### src/rob_cfg.svh
`ifndef ROB_CFG_SVH
`define ROB_CFG_SVH

// reorder buffer size, tag width must cover it
`define ROB_DEPTH 8
`define ROB_TAG_W 3

`define REG_NUM 32
`define REG_W 5
`define DATA_W 32
`define ADDR_W 32

`endif

### src/rob_pkg.sv
`include "rob_cfg.svh"

package rob_pkg;

    typedef enum logic [1:0] {
        op_alu,
        op_branch,
        op_store
    } rob_op_e;

    typedef enum logic [1:0] {
        cs_run,
        cs_store_wait,
        cs_flush
    } commit_state_e;

    typedef struct packed {
        logic [`REG_W-1:0] dest;
        rob_op_e           op;
        logic              pred_taken;
    } alloc_req_t;

    typedef struct packed {
        logic [`ROB_TAG_W-1:0] tag;
        logic [`DATA_W-1:0]    data;
        logic                  taken;
        logic [`ADDR_W-1:0]    target_pc;
    } wb_t;

    typedef struct packed {
        logic               busy;
        logic               done;
        logic [`REG_W-1:0]  dest;
        rob_op_e            op;
        logic               pred_taken;
        logic               act_taken;
        logic [`DATA_W-1:0] data;
        logic [`ADDR_W-1:0] target_pc;
    } entry_t;

    typedef struct packed {
        logic [`ROB_TAG_W-1:0] tag;
        logic [`REG_W-1:0]     dest;
        logic [`DATA_W-1:0]    data;
        rob_op_e               op;
    } commit_t;

    // ready low means tag names the pending producer
    typedef struct packed {
        logic                  ready;
        logic [`ROB_TAG_W-1:0] tag;
        logic [`DATA_W-1:0]    value;
    } src_t;

endpackage

### src/arch_state.sv
`include "rob_cfg.svh"

module arch_state import rob_pkg::*; (
    input  logic                  clk,
    input  logic                  rst_n,

    input  logic                  alloc_we,
    input  alloc_req_t            alloc,
    input  logic [`ROB_TAG_W-1:0] alloc_tag,

    input  logic                  commit_valid,
    input  commit_t               commit,

    input  logic                  clear_all,

    input  logic [`REG_W-1:0]     src_reg,
    output logic [`ROB_TAG_W-1:0] fwd_tag,
    input  logic                  fwd_done,
    input  logic [`DATA_W-1:0]    fwd_data,
    output src_t                  src
);

    logic [`DATA_W-1:0]    regs      [`REG_NUM];
    logic [`REG_NUM-1:0]   map_valid;
    logic [`ROB_TAG_W-1:0] map_tag   [`REG_NUM];
    logic                  rename_en;
    logic                  reg_we;

    // stores never own a destination, x0 is never renamed
    assign rename_en = alloc_we && (alloc.op != op_store) && (alloc.dest != '0);
    assign reg_we    = commit_valid && (commit.op != op_store) && (commit.dest != '0);

    always_ff @(posedge clk or negedge rst_n) begin
        if (!rst_n) begin
            for (int i = 0; i < `REG_NUM; i++) begin
                regs[i] <= '0;
            end
        end else if (reg_we) begin
            regs[commit.dest] <= commit.data;
        end
    end

    always_ff @(posedge clk or negedge rst_n) begin
        if (!rst_n) begin
            map_valid <= '0;
        end else if (clear_all) begin
            map_valid <= '0;
        end else begin
            if (reg_we && (map_tag[commit.dest] == commit.tag)) begin
                map_valid[commit.dest] <= 1'b0;
            end
            // newer producer wins over a same-edge retire
            if (rename_en) begin
                map_valid[alloc.dest] <= 1'b1;
            end
        end
    end

    always_ff @(posedge clk) begin
        if (rename_en) begin
            map_tag[alloc.dest] <= alloc_tag;
        end
    end

    assign fwd_tag = map_tag[src_reg];

    always_comb begin
        src.tag = map_tag[src_reg];
        if ((src_reg == '0) || !map_valid[src_reg]) begin
            src.ready = 1'b1;
            src.tag   = '0;
            src.value = regs[src_reg];
        end else if (fwd_done) begin
            src.ready = 1'b1;
            src.value = fwd_data;
        end else begin
            src.ready = 1'b0;
            src.value = '0;
        end
    end

    a_x0_zero: assert property (@(posedge clk) disable iff (!rst_n)
        regs[0] == '0);

endmodule

### src/rob_ctrl.sv
`include "rob_cfg.svh"

module rob_ctrl import rob_pkg::*; (
    input  logic                  clk,
    input  logic                  rst_n,

    input  logic                  alloc_valid,
    input  alloc_req_t            alloc,
    output logic                  alloc_ready,
    output logic [`ROB_TAG_W-1:0] alloc_tag,

    input  entry_t                head_entry,
    output logic [`ROB_TAG_W-1:0] head_tag,

    output logic                  alloc_we,
    output logic                  clear_all,

    input  logic                  store_ack,
    output logic                  store_req_valid,
    output logic [`ROB_TAG_W-1:0] store_req_tag,

    output logic                  commit_valid,
    output commit_t               commit,

    output logic                  flush_valid,
    output logic [`ADDR_W-1:0]    redirect_pc
);

    localparam logic [`ROB_TAG_W:0] full_count = (`ROB_TAG_W+1)'(`ROB_DEPTH);

    logic [`ROB_TAG_W-1:0] head_q;
    logic [`ROB_TAG_W-1:0] tail_q;
    logic [`ROB_TAG_W:0]   count_q;
    commit_state_e         state_q;
    commit_state_e         state_d;
    logic [`ADDR_W-1:0]    redirect_q;
    logic                  head_ready;
    logic                  mispredict;
    logic                  take_flush;

    assign head_ready = head_entry.busy && head_entry.done;
    assign mispredict = (head_entry.op == op_branch) &&
                        (head_entry.pred_taken != head_entry.act_taken);

    assign alloc_ready = (count_q != full_count) && (state_q != cs_flush);
    assign alloc_we    = alloc_valid && alloc_ready;
    assign alloc_tag   = tail_q;
    assign head_tag    = head_q;

    assign store_req_valid = (state_q == cs_store_wait);
    assign store_req_tag   = head_q;

    // retirement record always describes the head
    assign commit.tag  = head_q;
    assign commit.dest = head_entry.dest;
    assign commit.data = head_entry.data;
    assign commit.op   = head_entry.op;

    always_comb begin
        state_d      = state_q;
        commit_valid = 1'b0;
        flush_valid  = 1'b0;
        case (state_q)
            cs_run: begin
                if (head_ready) begin
                    if (head_entry.op == op_store) begin
                        state_d = cs_store_wait;
                    end else begin
                        commit_valid = 1'b1;
                        if (mispredict) begin
                            state_d = cs_flush;
                        end
                    end
                end
            end
            cs_store_wait: begin
                if (store_ack) begin
                    commit_valid = 1'b1;
                    state_d      = cs_run;
                end
            end
            cs_flush: begin
                flush_valid = 1'b1;
                state_d     = cs_run;
            end
            default: state_d = cs_run;
        endcase
    end

    assign clear_all   = flush_valid;
    assign take_flush  = (state_q == cs_run) && (state_d == cs_flush);
    assign redirect_pc = redirect_q;

    always_ff @(posedge clk or negedge rst_n) begin
        if (!rst_n) begin
            head_q  <= '0;
            tail_q  <= '0;
            count_q <= '0;
            state_q <= cs_run;
        end else begin
            state_q <= state_d;
            if (flush_valid) begin
                head_q  <= '0;
                tail_q  <= '0;
                count_q <= '0;
            end else begin
                if (alloc_we) begin
                    tail_q <= tail_q + 1'b1;
                end
                if (commit_valid) begin
                    head_q <= head_q + 1'b1;
                end
                count_q <= count_q + {{`ROB_TAG_W{1'b0}}, alloc_we}
                                   - {{`ROB_TAG_W{1'b0}}, commit_valid};
            end
        end
    end

    // holds the mispredicted branch target for the flush cycle
    always_ff @(posedge clk) begin
        if (take_flush) begin
            redirect_q <= head_entry.target_pc;
        end
    end

    a_no_alloc_when_full: assert property (@(posedge clk) disable iff (!rst_n)
        (head_entry.busy && (head_q == tail_q)) |-> !alloc_we);

    a_flush_one_cycle: assert property (@(posedge clk) disable iff (!rst_n)
        flush_valid |=> !flush_valid);

    a_alloc_op_legal: assert property (@(posedge clk) disable iff (!rst_n)
        alloc_we |-> (alloc.op inside {op_alu, op_branch, op_store}));

endmodule

### src/rob_entry_file.sv
`include "rob_cfg.svh"

module rob_entry_file import rob_pkg::*; (
    input  logic                  clk,
    input  logic                  rst_n,

    input  logic                  alloc_we,
    input  logic [`ROB_TAG_W-1:0] alloc_idx,
    input  alloc_req_t            alloc,

    input  logic                  wb_valid,
    input  wb_t                   wb,

    input  logic                  clear_all,
    input  logic                  retire,

    input  logic [`ROB_TAG_W-1:0] head_tag,
    output entry_t                head_entry,

    input  logic [`ROB_TAG_W-1:0] fwd_tag,
    output logic                  fwd_done,
    output logic [`DATA_W-1:0]    fwd_data
);

    entry_t mem [`ROB_DEPTH];

    always_ff @(posedge clk or negedge rst_n) begin
        if (!rst_n) begin
            for (int i = 0; i < `ROB_DEPTH; i++) begin
                mem[i].busy <= 1'b0;
                mem[i].done <= 1'b0;
            end
        end else if (clear_all) begin
            for (int i = 0; i < `ROB_DEPTH; i++) begin
                mem[i].busy <= 1'b0;
                mem[i].done <= 1'b0;
            end
        end else begin
            if (retire) begin
                mem[head_tag].busy <= 1'b0;
                mem[head_tag].done <= 1'b0;
            end
            if (alloc_we) begin
                mem[alloc_idx].busy       <= 1'b1;
                mem[alloc_idx].done       <= 1'b0;
                mem[alloc_idx].dest       <= alloc.dest;
                mem[alloc_idx].op         <= alloc.op;
                mem[alloc_idx].pred_taken <= alloc.pred_taken;
                mem[alloc_idx].act_taken  <= 1'b0;
            end
            // results land out of order against the tag
            if (wb_valid) begin
                mem[wb.tag].done      <= 1'b1;
                mem[wb.tag].data      <= wb.data;
                mem[wb.tag].act_taken <= wb.taken;
                mem[wb.tag].target_pc <= wb.target_pc;
            end
        end
    end

    assign head_entry = mem[head_tag];

    // forwarding read for the operand lookup
    assign fwd_done = mem[fwd_tag].busy && mem[fwd_tag].done;
    assign fwd_data = mem[fwd_tag].data;

    a_wb_to_pending: assert property (@(posedge clk) disable iff (!rst_n)
        wb_valid |-> (mem[wb.tag].busy && !mem[wb.tag].done));

endmodule

### src/rob_top.sv
`include "rob_cfg.svh"

module rob_top import rob_pkg::*; (
    input  logic                  clk,
    input  logic                  rst_n,

    input  logic                  alloc_valid,
    input  alloc_req_t            alloc,
    output logic                  alloc_ready,
    output logic [`ROB_TAG_W-1:0] alloc_tag,

    input  logic                  wb_valid,
    input  wb_t                   wb,

    input  logic [`REG_W-1:0]     src_reg,
    output src_t                  src,

    output logic                  commit_valid,
    output commit_t               commit,

    output logic                  store_req_valid,
    output logic [`ROB_TAG_W-1:0] store_req_tag,
    input  logic                  store_ack,

    output logic                  flush_valid,
    output logic [`ADDR_W-1:0]    redirect_pc
);

    logic                  alloc_we;
    logic                  clear_all;
    logic [`ROB_TAG_W-1:0] head_tag;
    entry_t                head_entry;
    logic [`ROB_TAG_W-1:0] fwd_tag;
    logic                  fwd_done;
    logic [`DATA_W-1:0]    fwd_data;

    rob_ctrl u_ctrl (
        .clk             (clk),
        .rst_n           (rst_n),
        .alloc_valid     (alloc_valid),
        .alloc           (alloc),
        .alloc_ready     (alloc_ready),
        .alloc_tag       (alloc_tag),
        .head_entry      (head_entry),
        .head_tag        (head_tag),
        .alloc_we        (alloc_we),
        .clear_all       (clear_all),
        .store_ack       (store_ack),
        .store_req_valid (store_req_valid),
        .store_req_tag   (store_req_tag),
        .commit_valid    (commit_valid),
        .commit          (commit),
        .flush_valid     (flush_valid),
        .redirect_pc     (redirect_pc)
    );

    // the commit pulse doubles as the retire strobe
    rob_entry_file u_entries (
        .clk        (clk),
        .rst_n      (rst_n),
        .alloc_we   (alloc_we),
        .alloc_idx  (alloc_tag),
        .alloc      (alloc),
        .wb_valid   (wb_valid),
        .wb         (wb),
        .clear_all  (clear_all),
        .retire     (commit_valid),
        .head_tag   (head_tag),
        .head_entry (head_entry),
        .fwd_tag    (fwd_tag),
        .fwd_done   (fwd_done),
        .fwd_data   (fwd_data)
    );

    arch_state u_arch (
        .clk          (clk),
        .rst_n        (rst_n),
        .alloc_we     (alloc_we),
        .alloc        (alloc),
        .alloc_tag    (alloc_tag),
        .commit_valid (commit_valid),
        .commit       (commit),
        .clear_all    (clear_all),
        .src_reg      (src_reg),
        .fwd_tag      (fwd_tag),
        .fwd_done     (fwd_done),
        .fwd_data     (fwd_data),
        .src          (src)
    );

endmodule

### config.mk
export PLATFORM = sky130hd
export DESIGN_NAME = rob_top
export DESIGN_NICKNAME = d
export VERILOG_FILES = /design/src/rob_pkg.sv /design/src/arch_state.sv /design/src/rob_ctrl.sv /design/src/rob_entry_file.sv /design/src/rob_top.sv
export VERILOG_INCLUDE_DIRS = /design/src
export SDC_FILE = /design/constraint.sdc
export NUM_CORES = 2
export LEC_CHECK = 0
export BUFFER_PORTS_ARGS = -buffer_cell sky130_fd_sc_hd__buf_2
export CAP_MARGIN = 0
export CELL_PAD_IN_SITES_DETAIL_PLACEMENT = 1
export CELL_PAD_IN_SITES_GLOBAL_PLACEMENT = 1
export CORE_UTILIZATION = 52
export DETAILED_ROUTE_END_ITERATION = 12
export GPL_ROUTABILITY_DRIVEN = 0
export PLACE_DENSITY_LB_ADDON = 0.1
export SYNTH_ARGS = -nofsm -noshare
export SYNTH_HDL_FRONTEND = slang
export SYNTH_SLANG_ARGS = --single-unit
export TNS_END_PERCENT = 5
### constraint.sdc
create_clock -name clk -period 6.89 [get_ports clk]
set_clock_uncertainty 0.15 [all_clocks]
set_input_delay 0.3445 -clock clk [delete_from_list [all_inputs] [get_ports clk]]
set_output_delay 0.3445 -clock clk [all_outputs]
set_load 0.01 [all_outputs]
Word-level counts from Yosys, hierarchy flattened

Memories as Yosys holds them, arrays and structs flattened.
Index checks and enable logic that the tools add are counted.

Memory bits (writable): 96
ROM bits: 0
Input bits: 86
Latch bits: 0
Memories: 1
Flip-flop bits (word level): 1,700
Word-level logic and storage cells: 262

Memories:

| name           | words | bits a word | rd ports | clocked after memory_dff | write ports | line             | RTL |
|---|---|---|---|---|---|---|---|
| u_arch.map_tag | 32    | 3           | 2        | 0                        | 1           | arch_state.sv:25 | `` logic [`ROB_TAG_W-1:0] map_tag [`REG_NUM]; `` |

Multipliers: 0
Shift operators: 0
Eq/ne operators: 11
Bitwise logic cells: 10
Add/subtract/negate cells: 4
Reductions and logical operators: 26
Div/mod/pow operators: 0
Magnitude comparators: 15
Muxes and demuxes: 93

Operators by type and width:

| operator                                                              | count |
|---|---|
| 600-bit bitwise mux                                                   | 12 |
| 600-bit 2-to-1 mux                                                    | 5 |
| 75-bit demux with 3-bit select                                        | 12 |
| 1024-bit bitwise mux                                                  | 1 |
| 75-bit binary-select mux with 3-bit select                            | 2 |
| 75-bit 2-to-1 mux                                                     | 6 |
| 32-bit 2-to-1 mux                                                     | 10 |
| 74-bit 2-to-1 mux                                                     | 3 |
| 32-bit binary-select mux with 5-bit select                            | 1 |
| 32-bit demux with 5-bit select                                        | 1 |
| 65-bit 2-to-1 mux                                                     | 2 |
| 73-bit 2-to-1 mux                                                     | 1 |
| 68-bit 2-to-1 mux                                                     | 1 |
| 66-bit 2-to-1 mux                                                     | 1 |
| 64-bit 2-to-1 mux                                                     | 1 |
| 32-bit AND                                                            | 1 |
| 32-bit NOT                                                            | 1 |
| 32-bit OR                                                             | 1 |
| 2-bit 2-to-1 mux                                                      | 12 |
| 5-bit by 6-bit < comparator with 1-bit output (second input constant) | 3 |
| 1-bit logical AND                                                     | 17 |
| 4-bit >= comparator (second input constant)                           | 4 |
| 3-bit NOT with 4-bit output                                           | 4 |
| 3-bit 2-to-1 mux                                                      | 5 |
| 28 further kinds                                                      | 52 |

Longest topological paths before layout

Word-level depth: 24
Depth in mapped cells: 16

Modules after synthesis

From an unflattened synthesis, not the netlist that was laid out.

Cell total of the unflattened synthesis: 5,506
Area, all modules: 84,096.9 um2

By module, submodules not included:

| module         | instances | cells an instance | sequential area each (um2) | area each (um2) |
|---|---|---|---|---|
| arch_state     | 1         | 3,254             | 29,283.1                   | 52,942.0 |
| rob_entry_file | 1         | 2,099             | 17,937.2                   | 29,040.4 |
| rob_ctrl       | 1         | 153               | 1,261.2                    | 2,114.5 |

Worst setup path after synthesis

No wires, ideal clock.

Kind: register -> register
From: register u_ctrl.state_q[1]
To: register u_entries.mem[150] (netlist name), enable pin
Stages on the path, launching flop included: 6
Library setup time: 0.565 ns
Arrival: 5.502 ns
Buffers on the path: 2
Path slack: 0.674 ns
Data required time: 6.175 ns
Cells stage by stage: dfrtp_1 -> nand2b_1 -> clkbuf_1 -> nand2_1 -> clkbuf_1 -> nor3_1

Word-level cells in the longest chain between the ends: 4

RTL lines:

| item                          | line                 | RTL |
|---|---|---|
| from (decl)                   | rob_ctrl.sv:34       | `commit_state_e state_q;` |
| from (signal assigned)        | rob_ctrl.sv:99       | `state_q <= cs_run;` |
| from (signal assigned)        | rob_ctrl.sv:101      | `state_q <= state_d;` |
| 2-bit == test                 | rob_ctrl.sv:63       | `case (state_q)` |
| 1-bit 2-to-1 mux              | rob_ctrl.sv:63       |  |
| 1-bit NOT (no line)           | -                    |  |
| 2-bit AND reduction (no line) | -                    |  |
| to (decl)                     | rob_entry_file.sv:25 | `` entry_t mem [`ROB_DEPTH]; `` |

No other way between the ends.
A chain may end at the register's enable or synchronous reset.

==> metrics.yaml <==
grt_antenna_before_repair: 18
met2_wirelength_mm: 125.0
root_buffer: "clkbuf_16"
dr.first_iter.drc_count: 5018
synthAdderAreaFrac_pct: 0.1338
synthXorXnorAreaFrac_pct: 0.08712
synthMuxAreaShare_pct: 12.49
coreArea_mm2: 0.1528
ys_types: 75
fp.dieH_um: 395.3
cts_buffer_depth: 3
pre_cts_slack_ns: 1.690
netlist_area_mm2: 0.08043
multi_input_area_mm2: 0.02930
overflow: 0
cts_tree: "yes"
top_layer: "met5"
grt_pass1_wl_mm: 388.8
seq_area_mm2: 0.04848
dp.final_hpwl_mm: 146.8
setup_viol: 0
hold_slack_ns: 0.06968
wl_mm: 257.2
clkSinkCount: 1795
start_kind: "flip-flop"
hold_depth: 3
ant_nets: 0
crit_required_ns: 6.40
start_util_pct: 52.64
power_leakage_nw: 36.75
final_max_slew_viol_count: 0
ys.flop_type: "dfrtp_1"
cp_max_fo: 60
grt.total_usage_pct: 33.32
grt_pass1_vias: 59970
min_to: "u_entries.mem[556]"
p_per_area_mw_per_mm2: 417.3
status: "complete, no violations"
seq_area_frac_synth_pct: 60.28
tightest_slew_ns: 1.295
dieArea_mm2: 0.1563
ys_ff_latch: 1795
final_hold_viol_count: 0
r2r-end: "u_arch.regs[26]"
rsz0062_at_grt: "no"
r2r_cells: 12
dp.cells: 8372
nets: 6705
firstDrtPassIters: 6
row_count: 143
die-width_um: 395.3
min_path_type: "primary input to flip-flop"
synthArstFlopShare_pct: 60.33
synth_edf_count: 712
met3_length_mm: 16.94
reg2reg_from: "u_ctrl.head_tag[2]"
mostFrequentLayoutCells: "dfrtp_1, a21oi_1, nor2_1"
fill_cells: 15070
drc_errors: 0
hold_path_startpoint: "wb[66]"
syn_inst: 6659
max_slew_margin_pct: 12.75
layout_commonest_cell: "dfrtp_1"
io_buffer_count: 205
cts.clk_slew.worst_paths_ns: 0.06
routedLengthMet1_mm: 107.1
fin_crit_ns: 5.706
routed-via-count: 56080
fmax_ghz: 0.1753
layout.cells.non_filler: 8816
synth_top_family_by_area: "multiplexers"
r2r_slack_ns: 1.50
cp.arrival_ns: 5.21
ioPinCount: 206
synth_compound_area_share_pct: 11.51
htree_levels: 4
drt-vias-per-instance: 6.361
cts_made_buffers: 189
max_cap_viol_count: 0
drt-wirelength-per-cell_um: 29.17
cts_resized: 0
insertion_delay_ns: 0.82
finalCritPeriodShare_pct: 82.81
synth-simple-area-share_pct: 11.72
setup_ws_ns: 1.184
syn_area_per_cell_um2: 12.08
grt_max_degree: 173
drive_gt1_share_pct: 17.05
path_class: "flip-flop to output port"
critical_path.endpoint_type: "output port"
peakVddDrop_v: 0.0003089
syn2layout_area_growth_pct: 12.08
yosysWarningCount: 0
finalSetupTns_ns: 0
==> logic make-up (layout without fill, tap and decap cells) <==
group | Yosys count | in the layout
and+or+nand+nor | 1970 | 1970
DFF | 1795 | 1795
AOI/OAI and AO/OA | 1606 | 1606
buffers and inverters | 733 | 848
muxes | 538 | 538
adders and majority gates | 8 | 8
xor gates and xnor gates | 8 | 8
other | 1 | 13
==> cells in the mapped netlist (8+ instances only) <==
cell,number,area [µm²]
nor2_1,982,3686
a21oi_2,30,262.8
a211oi_1,98,735.7
o21ai_0,203,1016
nor2b_1,69,431.7
inv_1,49,183.9
buf_1,41,153.9
nand4_1,35,219.0
a31oi_1,8,50.05
clkbuf_1,543,2038
nand3_1,14,70.07
dfrtp_1,1083,27100
edfxtp_1,712,21380
or3_1,35,219.0
and2_1,516,3228
and4_1,32,280.3
buf_2,40,200.2
mux2i_1,135,1351
a21oi_1,950,4755
nor3_1,44,220.2
buf_4,49,367.9
nand2_1,202,758.2
a22oi_1,261,1959
mux2_2,32,360.4
mux4_2,365,8220
==> layout make-up <==
cell class | count | share of cell area [%]
clock buffer | 280 | 6.145
timing repair buffer | 439 | 3.596
inverter | 53 | 0.2207
clock inverter | 76 | 0.9064
antenna | 10 | 0.02776
tap | 2030 | 2.818
sequential | 1795 | 53.78
multi-input combinational | 4133 | 32.50
==> stage by stage <==
stage | utilization (%) | cell area, µm² | power [mW]
finish | 59.00 | 90140 | 37.62
global route | 58.99 | 90140 | 39.33
CTS | 58.98 | 90120 | 37.65
detailed placement | 54.30 | 82970 | 27.07
global placement | 54.30 | 82970 | 26.46
floorplan | - | 80440 | 22.94
==> what timing repair did <==
item | 4_1_cts | 5_1_grt
hold endpoints to repair | 654 | 0
buffers inserted | 0 | 0
hold buffers | 78 | 0
==> how the worst max path moves through the flow <==
stage,start,endpoint,depth (start not counted)
after floorplan,u_ctrl.state_q[1],u_entries.mem[150],5
after global placement,src_reg[0],src[19],12
after detailed placement,src_reg[0],src[19],12
after CTS,u_arch.map_tag[21][1],src[19],11
after global routing,u_arch.map_tag[17][1],src[19],11
final,u_arch.map_tag[21][1],src[19],11
==> flip-flops by register name, summed over array words and instances, names as in the netlist, 3 cells and up <==
signal and flops:
u_arch.map_tag 96, u_arch.map_valid 31, u_arch.regs 1024, u_ctrl.alloc_tag 3, u_ctrl.count_q 4, u_ctrl.head_tag 3
u_ctrl.redirect_pc 32, u_entries.mem 600
==> worst max-delay path, cell delays in order, from the launching register on <==
cell and delay (ns):
edfxtp_1 0.44, mux4_2 0.47, mux2i_1 0.24, mux4_4 0.90, buf_12 0.40, buf_4 0.33, a211oi_1 0.13, a211oi_1 0.33
a21oi_1 0.14, or3_1 0.42, o21ai_0 0.26, buf_2 0.24
==> power breakdown <==
| part | internal, mW | switching [mW] | leakage (nW) |
|---|---|---|---|
| clock | 6.10 | 4.40 | 3.14 |
| combinational | 4.24 | 7.63 | 12.2 |
| sequential | 13.8 | 1.45 | 21.4 |
| total | 24.1 | 13.5 | 36.8 |
==> routing by layer <==
layer | track usage, % | up-vias
met1 | 45.68 | 29820
met3 | 5.392 | 458
met2 | 54.42 | 1942
met4 | 11.18 | 12
met5 | 0 | -
li1 | - | 23850
(Power assumes the default switching activity.)
